`config.mk`:
```
export PLATFORM = sky130hd
export DESIGN_NAME = intExecUnit
export DESIGN_NICKNAME = d
export VERILOG_FILES = /design/src/hw/rvExecPkg.sv /design/src/hw/alu.sv /design/src/hw/aluOpDecoder.sv /design/src/hw/intExecUnit.sv /design/src/hw/operandForward.sv /design/src/hw/regFile.sv
export SDC_FILE = /design/constraint.sdc
export NUM_CORES = 2
export LEC_CHECK = 0
export ABC_AREA = 0
export BUFFER_PORTS_ARGS = -buffer_cell sky130_fd_sc_hd__buf_2
export CORE_MARGIN = 4
export CORE_UTILIZATION = 65
export DETAILED_ROUTE_END_ITERATION = 8
export PLACE_DENSITY = 0.82
export REMOVE_ABC_BUFFERS = 1
export SLEW_MARGIN = 10
export SYNTH_ARGS = -nofsm -noshare
export SYNTH_HDL_FRONTEND = slang
export SYNTH_SLANG_ARGS = --single-unit
export TNS_END_PERCENT = 10
```
`constraint.sdc`:
```
create_clock -name clk -period 12.2 [get_ports clk]
set_input_delay 2.44 -clock clk [delete_from_list [all_inputs] [get_ports clk]]
set_output_delay 2.44 -clock clk [all_outputs]
set_load 0.02 [all_outputs]
```
`src/hw/rvExecPkg.sv`:
```
package rvExecPkg;

    localparam int xLen     = 32;  // Data path width
    localparam int regAddrW = 5;   // Register index width
    localparam int regCount = 32;  // Architectural registers
    localparam int shamtW   = 5;   // Shift amount bits
    localparam int aluOpW   = 4;   // Alt bit plus funct3

    // Major opcodes of the two accepted groups
    localparam logic [6:0] opcOp    = 7'b0110011;  // Register-register
    localparam logic [6:0] opcOpImm = 7'b0010011;  // Register-immediate

    localparam logic [6:0] funct7Base = 7'b0000000;  // Normal function
    localparam logic [6:0] funct7Alt  = 7'b0100000;  // SUB and SRA

    localparam logic [2:0] f3AddSub = 3'b000;  // ADD SUB ADDI
    localparam logic [2:0] f3Sll    = 3'b001;  // Left shift
    localparam logic [2:0] f3Slt    = 3'b010;  // Signed compare
    localparam logic [2:0] f3Sltu   = 3'b011;  // Unsigned compare
    localparam logic [2:0] f3Xor    = 3'b100;
    localparam logic [2:0] f3Sr     = 3'b101;  // SRL and SRA share it
    localparam logic [2:0] f3Or     = 3'b110;
    localparam logic [2:0] f3And    = 3'b111;

    // ALU operation is {alt, funct3}
    localparam logic [aluOpW-1:0] aluAdd  = {1'b0, f3AddSub};
    localparam logic [aluOpW-1:0] aluSub  = {1'b1, f3AddSub};
    localparam logic [aluOpW-1:0] aluSll  = {1'b0, f3Sll};
    localparam logic [aluOpW-1:0] aluSlt  = {1'b0, f3Slt};
    localparam logic [aluOpW-1:0] aluSltu = {1'b0, f3Sltu};
    localparam logic [aluOpW-1:0] aluXor  = {1'b0, f3Xor};
    localparam logic [aluOpW-1:0] aluSrl  = {1'b0, f3Sr};
    localparam logic [aluOpW-1:0] aluSra  = {1'b1, f3Sr};  // Arithmetic right
    localparam logic [aluOpW-1:0] aluOr   = {1'b0, f3Or};
    localparam logic [aluOpW-1:0] aluAnd  = {1'b0, f3And};

endpackage

```
`src/hw/alu.sv`:
```
module alu (
    input  logic [rvExecPkg::xLen-1:0]   aluIn1,
    input  logic [rvExecPkg::xLen-1:0]   aluIn2,
    input  logic [rvExecPkg::aluOpW-1:0] aluOp,
    input  logic                         valid,
    output logic [rvExecPkg::xLen-1:0]   aluOut
);
    import rvExecPkg::*;

    logic [shamtW-1:0] shamt;  // Low bits of second operand
    logic              opKnown;
    logic              ltSigned;
    logic              ltUnsigned;

    assign shamt      = aluIn2[shamtW-1:0];
    assign ltSigned   = $signed(aluIn1) < $signed(aluIn2);
    assign ltUnsigned = aluIn1 < aluIn2;

    always_comb
    begin
        opKnown = 1'b1;
        case (aluOp)
            aluAdd:  aluOut = aluIn1 + aluIn2;
            aluSub:  aluOut = aluIn1 - aluIn2;
            aluSll:  aluOut = aluIn1 << shamt;
            aluSlt:  aluOut = {{(xLen - 1){1'b0}}, ltSigned};    // SLT and SLTI
            aluSltu: aluOut = {{(xLen - 1){1'b0}}, ltUnsigned};  // SLTU and SLTIU
            aluXor:  aluOut = aluIn1 ^ aluIn2;
            aluSrl:  aluOut = aluIn1 >> shamt;                   // Zero fill
            aluSra:  aluOut = $unsigned($signed(aluIn1) >>> shamt);  // Sign fill
            aluOr:   aluOut = aluIn1 | aluIn2;
            aluAnd:  aluOut = aluIn1 & aluIn2;
            default:
            begin
                aluOut  = '0;
                opKnown = 1'b0;  // Encoding outside the set
            end
        endcase
    end

    // Issued operations are always in the decoded set
    always_comb
    begin
        if (valid)
        begin
            opLegal: assert (opKnown)
            else
                $error("alu: undefined operation %h", aluOp);
        end
    end

endmodule

```
`src/hw/aluOpDecoder.sv`:
```
module aluOpDecoder (
    input  logic [31:0]                    instr,
    output logic [rvExecPkg::regAddrW-1:0] rs1,
    output logic [rvExecPkg::regAddrW-1:0] rs2,
    output logic [rvExecPkg::regAddrW-1:0] rd,
    output logic [rvExecPkg::xLen-1:0]     imm,
    output logic                           useImm,
    output logic [rvExecPkg::aluOpW-1:0]   aluOp,
    output logic                           illegal
);
    import rvExecPkg::*;

    logic [6:0] opcode;
    logic [2:0] funct3;
    logic [6:0] funct7;  // Upper immediate bits on OP-IMM

    assign opcode = instr[6:0];
    assign funct3 = instr[14:12];
    assign funct7 = instr[31:25];

    assign rd  = instr[11:7];   // Destination
    assign rs1 = instr[19:15];  // First source
    assign rs2 = instr[24:20];  // Ignored downstream on OP-IMM

    // I-type immediate, sign extended from bit 31
    assign imm = {{(xLen - 12){instr[31]}}, instr[31:20]};

    always_comb
    begin
        useImm  = 1'b0;
        aluOp   = aluAdd;  // Harmless default
        illegal = 1'b0;
        case (opcode)
            opcOp:
            begin
                if (funct7 == funct7Base)
                    aluOp = {1'b0, funct3};  // Plain function
                else if (funct7 == funct7Alt && (funct3 == f3AddSub || funct3 == f3Sr))
                    aluOp = {1'b1, funct3};  // SUB or SRA
                else
                    illegal = 1'b1;  // Unknown funct7 combo
            end
            opcOpImm:
            begin
                useImm = 1'b1;
                if (funct3 == f3Sll)
                begin
                    aluOp = aluSll;
                    if (funct7 != funct7Base)
                        illegal = 1'b1;  // SLLI upper bits must be zero
                end
                else if (funct3 == f3Sr)
                begin
                    if (funct7 == funct7Base)
                        aluOp = aluSrl;
                    else if (funct7 == funct7Alt)
                        aluOp = aluSra;
                    else
                        illegal = 1'b1;  // Bad SRLI or SRAI field
                end
                else
                begin
                    aluOp = {1'b0, funct3};  // No alternate form here
                end
            end
            default:
            begin
                illegal = 1'b1;  // Not an ALU group
            end
        endcase
    end

endmodule

```
`src/hw/intExecUnit.sv`:
```
module intExecUnit (
    input  logic                           clk,
    input  logic                           arstN,
    input  logic [31:0]                    instr,
    input  logic                           instrValid,
    output logic                           illegal,
    output logic                           wbValid,
    output logic [rvExecPkg::regAddrW-1:0] wbRd,
    output logic [rvExecPkg::xLen-1:0]     wbData
);
    import rvExecPkg::*;

    // Issue stage decode
    logic [regAddrW-1:0] decRs1;
    logic [regAddrW-1:0] decRs2;
    logic [regAddrW-1:0] decRd;
    logic [xLen-1:0]     decImm;
    logic                decUseImm;
    logic [aluOpW-1:0]   decAluOp;
    logic                decIllegal;
    logic                issueValid;  // Legal strobe

    // Operand resolution
    logic [xLen-1:0] rfData1;
    logic [xLen-1:0] rfData2;
    logic [xLen-1:0] fwdA;
    logic [xLen-1:0] fwdB;
    logic [xLen-1:0] opB;  // Immediate or rs2

    // Issue register
    logic                exValid;
    logic [xLen-1:0]     exOpA;
    logic [xLen-1:0]     exOpB;
    logic [aluOpW-1:0]   exAluOp;
    logic [regAddrW-1:0] exRd;

    logic [xLen-1:0] aluResult;  // Execute stage output

    aluOpDecoder decoder_i (
        .instr   (instr),
        .rs1     (decRs1),
        .rs2     (decRs2),
        .rd      (decRd),
        .imm     (decImm),
        .useImm  (decUseImm),
        .aluOp   (decAluOp),
        .illegal (decIllegal)
    );

    regFile regFile_i (
        .clk    (clk),
        .arstN  (arstN),
        .raddr1 (decRs1),
        .raddr2 (decRs2),
        .rdata1 (rfData1),
        .rdata2 (rfData2),
        .we     (wbValid),  // Writeback stage commits
        .waddr  (wbRd),
        .wdata  (wbData)
    );

    operandForward fwdA_i (
        .rs       (decRs1),
        .rfData   (rfData1),
        .exValid  (exValid),
        .exRd     (exRd),
        .exResult (aluResult),
        .wbValid  (wbValid),
        .wbRd     (wbRd),
        .wbData   (wbData),
        .operand  (fwdA)
    );

    operandForward fwdB_i (
        .rs       (decRs2),
        .rfData   (rfData2),
        .exValid  (exValid),
        .exRd     (exRd),
        .exResult (aluResult),
        .wbValid  (wbValid),
        .wbRd     (wbRd),
        .wbData   (wbData),
        .operand  (fwdB)
    );

    assign issueValid = instrValid & ~decIllegal;
    assign illegal    = instrValid & decIllegal;  // Same cycle as the strobe
    assign opB        = decUseImm ? decImm : fwdB;

    alu alu_i (
        .aluIn1 (exOpA),
        .aluIn2 (exOpB),
        .aluOp  (exAluOp),
        .valid  (exValid),
        .aluOut (aluResult)
    );

    // Stage valid bits
    always_ff @(posedge clk or negedge arstN)
    begin
        if (!arstN)
        begin
            exValid <= 1'b0;
            wbValid <= 1'b0;
        end
        else
        begin
            exValid <= issueValid;
            wbValid <= exValid;  // Two cycles after issue
        end
    end

    // Stage payload
    always_ff @(posedge clk)
    begin
        exOpA   <= fwdA;
        exOpB   <= opB;
        exAluOp <= decAluOp;
        exRd    <= decRd;
        wbRd    <= exRd;
        wbData  <= aluResult;
    end

    // Every writeback traces back to a legal strobe
    wbFromIssue: assert property (
        @(posedge clk) disable iff (!arstN)
        wbValid |-> $past(issueValid, 2)
    )
    else
        $error("intExecUnit: writeback without matching issue");

endmodule

```
`src/hw/operandForward.sv`:
```
module operandForward (
    input  logic [rvExecPkg::regAddrW-1:0] rs,
    input  logic [rvExecPkg::xLen-1:0]     rfData,
    input  logic                           exValid,
    input  logic [rvExecPkg::regAddrW-1:0] exRd,
    input  logic [rvExecPkg::xLen-1:0]     exResult,
    input  logic                           wbValid,
    input  logic [rvExecPkg::regAddrW-1:0] wbRd,
    input  logic [rvExecPkg::xLen-1:0]     wbData,
    output logic [rvExecPkg::xLen-1:0]     operand
);
    import rvExecPkg::*;

    logic rsLive;  // Source is not x0
    logic hitEx;
    logic hitWb;

    assign rsLive = (rs != '0);
    assign hitEx  = rsLive && exValid && (exRd == rs);  // Result one stage ahead
    assign hitWb  = rsLive && wbValid && (wbRd == rs);  // Write not yet in file

    // Youngest producer wins
    always_comb
    begin
        if (hitEx)
            operand = exResult;
        else if (hitWb)
            operand = wbData;
        else
            operand = rfData;  // Committed value
    end

endmodule

```
`src/hw/regFile.sv`:
```
module regFile (
    input  logic                           clk,
    input  logic                           arstN,
    input  logic [rvExecPkg::regAddrW-1:0] raddr1,
    input  logic [rvExecPkg::regAddrW-1:0] raddr2,
    output logic [rvExecPkg::xLen-1:0]     rdata1,
    output logic [rvExecPkg::xLen-1:0]     rdata2,
    input  logic                           we,
    input  logic [rvExecPkg::regAddrW-1:0] waddr,
    input  logic [rvExecPkg::xLen-1:0]     wdata
);
    import rvExecPkg::*;

    logic [xLen-1:0] regs [regCount];  // x0 is never written

    always_ff @(posedge clk or negedge arstN)
    begin
        if (!arstN)
        begin
            for (int i = 0; i < regCount; i++)
                regs[i] <= '0;  // Everything reads zero after reset
        end
        else if (we && waddr != '0)
        begin
            regs[waddr] <= wdata;  // Visible on the next cycle
        end
    end

    // Asynchronous reads
    assign rdata1 = regs[raddr1];
    assign rdata2 = regs[raddr2];

    // A write must always target a defined register
    wAddrKnown: assert property (
        @(posedge clk) disable iff (!arstN)
        we |-> !$isunknown(waddr)
    )
    else
        $error("regFile: write with unknown address");

endmodule

```
==> metrics.md <==
| Metric | Value |
|---|---|
| Cell Rows | `117` |
| Pre-antenna DRT Iters | `6` |
| Total of max-cap violations | `0` |
| Setup TNS | `0 ps` |
| EDFF count, synth | `0` |
| Via count | `47470` |
| Worst hold start | `regFile_i.regs[1007]` |
| Area Growth Syn to Fin | `7.689%` |
| Peak VDD IR | `0.1300 mV` |
| Vias in the first global route | `48040` |
| Least-Margin Pin Slew | `1414 ps` |
| Number of CTS-inserted buffers | `113` |
| Starting DRT DRC Count | `6860` |
| Initial antenna violation count | `2` |
| Vias/cell | `7.663` |
| Core area | `102000 sq um` |
| Setup crit start kind | `input port` |
| Die height | `329.1 microns` |
| Min Tclk post-route | `6026 ps` |
| Worst r2r src | `exOpB[3]` |
| First-pass GRT wire length | `319100 microns` |
| Async S/R FF share, synth | `90.32%` |
| Worst Hold Class | `flip-flop to flip-flop` |
| Synth area leaders | `dfrtp_1 38%, mux4_2 23%, mux2_2 17%` |
| Clock-pin transition on the worst setup and hold timing paths | `60 ps` |
| Power per cell area | `108.4 nW/um^2` |
| Width of the die | `329.1 microns` |
| Final Hold Vio Count | `0` |
| CP Class | `input port to output pin` |
| Grt peak-use layer | `met2` |
| Final WL | `215400 microns` |
| Crit path DAT | `3590 ps` |
| Met2 usage | `59.62%` |
| H-tree depth | `3` |
| Post-Syn Area | `67000 sq um` |
| Max Transition Viols Final | `0` |
| Routability congestion estimate | `1.063` |
| Final instance area | `72150 sq um` |
| Outcome | `completed` |
| DRC | `0` |
| Slew headroom | `5.654%` |
| Root Driver | `clkbuf_16` |
| Crit-path max FO | `5` |
| Yosys top cell by area | `dfrtp_1` |
| Share of cells above drive strength 1 | `44.87%` |
| Clk buf depth | `3` |
| Cts repair resizes | `0` |
| Worst-Skew Late Latency | `730 ps` |
| Number of cells on the worst hold path | `0` |
| Sequential-to-total area share from yosys stat | `41.61%` |
| Crit. End Element | `output pin` |
| RSZ-0062 raised after global routing | `false` |
| WL/cell | `34.76 microns` |
| Syn Inst Count | `4946` |
| Routed Antenna Nets | `0` |
| Placed cell area | `68260 sq um` |
| F_max | `165.9 MHz` |
| Synth cell types | `91` |
| Post-CTS Setup Inserts | `0` |
| Cts hold-fix bufs | `0` |
| Met1 Use GR | `55.36%` |
| Final setup viols | `0` |
| Worst Reg2Reg Path Length in Cells | `13` |
| Detailed Place HPWL | `130000 microns` |
| Synth Register Bits | `1136` |
| Static Leak | `32.38 nW` |
| Ys flop type | `dfrtp_1` |
| Final period util | `49.39%` |
| Gr usage total | `40.08%` |
| CP required | `9760 ps` |
| Worst r2r dst | `exOpA[27]` |
| Initial cell density of the core | `65.66%` |
| Die Area | `108300 sq um` |
| Hold Path Sink | `regFile_i.regs[1007]` |
| I/O pin count | `74` |
| Clk sinks | `1136` |
| Synth Area per Inst | `13.55 sq um` |
| Largest net degree at the start of global routing | `183` |
| M3 GR Usage | `10.77%` |
| Yosys warns | `0` |
| CTS tree | `built` |
| Buffers on Ports | `73` |
| Share of the synthesized area in the top cell type | `38.32%` |
| Total gr overflow | `0` |
| Flop-to-flop setup slack | `7160 ps` |
| Skew final | `61.71 ps` |
| Final nets | `4859` |
[cells by family after synthesis]
family,count (synthesis),share of synthesized area (%)
adders and majority gates,99,1.871
muxes,1821,42.04
and+or+nand+nor,609,4.252
xor gates and xnor gates,30,0.3922
AOI/OAI and AO/OA,605,6.062
buffers and inverters,646,3.772
DFF,1136,41.61
[critical path, cell delays in order]
cell	delay, ps
buf_2	230
nor4_1	270
nand2_1	170
o22ai_1	190
a21boi_0	110
buf_2	170
[area by class of cell]
type | instances | area [sq um]
well taps | 1368 | 1712
repair buffers | 194 | 1421
diodes | 2 | 5.005
clock buffers | 168 | 3284
multi-input cells | 3164 | 36800
flip-flops and latches | 1136 | 27890
clock inverters | 47 | 601.8
inverters | 116 | 435.4
fillers | 6558 | 29890
[metal layers]
layer	wire length, microns	vias to the layer above
met4	13740	0
li1	-	18580
met2	96500	3460
met3	26220	820
met5	0	-
met1	78910	24620
[worst max-delay path by stage]
stage,startpoint,to,cells after the start
floorplan,instr[12],illegal,3
global placement,instr[29],illegal,6
detailed placement,instr[29],illegal,6
CTS,instr[29],illegal,6
global route,instr[29],illegal,6
finish,instr[29],illegal,6
[report_power, final]
group,switching (mW),internal [mW]
clock network,1.56,2.08
registers,0.00924,3.77
logic,0.272,0.124
[registers in the layout, indices dropped and copies added, names as in the netlist]
signal          count
regFile_i.regs   1024
exOpA              32
exOpB              32
wbData             32
exRd                5
wbRd                5
exAluOp             4
exValid             1
wbValid             1
[through the flow]
stage               cells  hold slack (ps)  setup slack (ps)  util [%]  total power [mW]
floorplan            4416            365.3              6444         -             3.977
global placement     5978            376.8              6202     66.90             4.238
detailed placement   5978            383.6              6203     66.90             4.241
CTS                  6193            397.7              6199     70.70             7.826
global route         6193            409.2              6055     70.70             8.013
finish               6195            397.7              6174     70.71             7.817
[cells in the final DEF, fill, tap and decap left out, types with 17 or more instances in the layout]
master and instances:
dfrtp_1 1026, nand3_1 32, clkbuf_16 113, xor2_1 17
nor3_1 44, nand2_1 165, a211oi_1 47, a21oi_1 158
mux2i_1 106, o21ai_0 111, o211ai_1 43, nor2_1 186
a221oi_1 27, nor2b_1 20, clkinv_2 25, inv_1 114
a31oi_1 21, clkbuf_8 25, mux4_2 692, nand2b_1 24
clkbuf_1 30, dfxtp_1 104, mux2_2 1023, buf_2 62
buf_4 119, ha_1 97
[Yosys cell counts (97+ instances only)]
cell type / count
dfxtp_1: 110
dfrtp_1: 1026
o21ai_0: 111
nor2_1: 201
mux4_2: 692
nand2_1: 176
a21oi_1: 158
mux2_2: 1023
ha_1: 97
clkbuf_1: 358
buf_1: 138
inv_1: 114
mux2i_1: 106
Note: power is estimated with default switching activity, not from simulation.
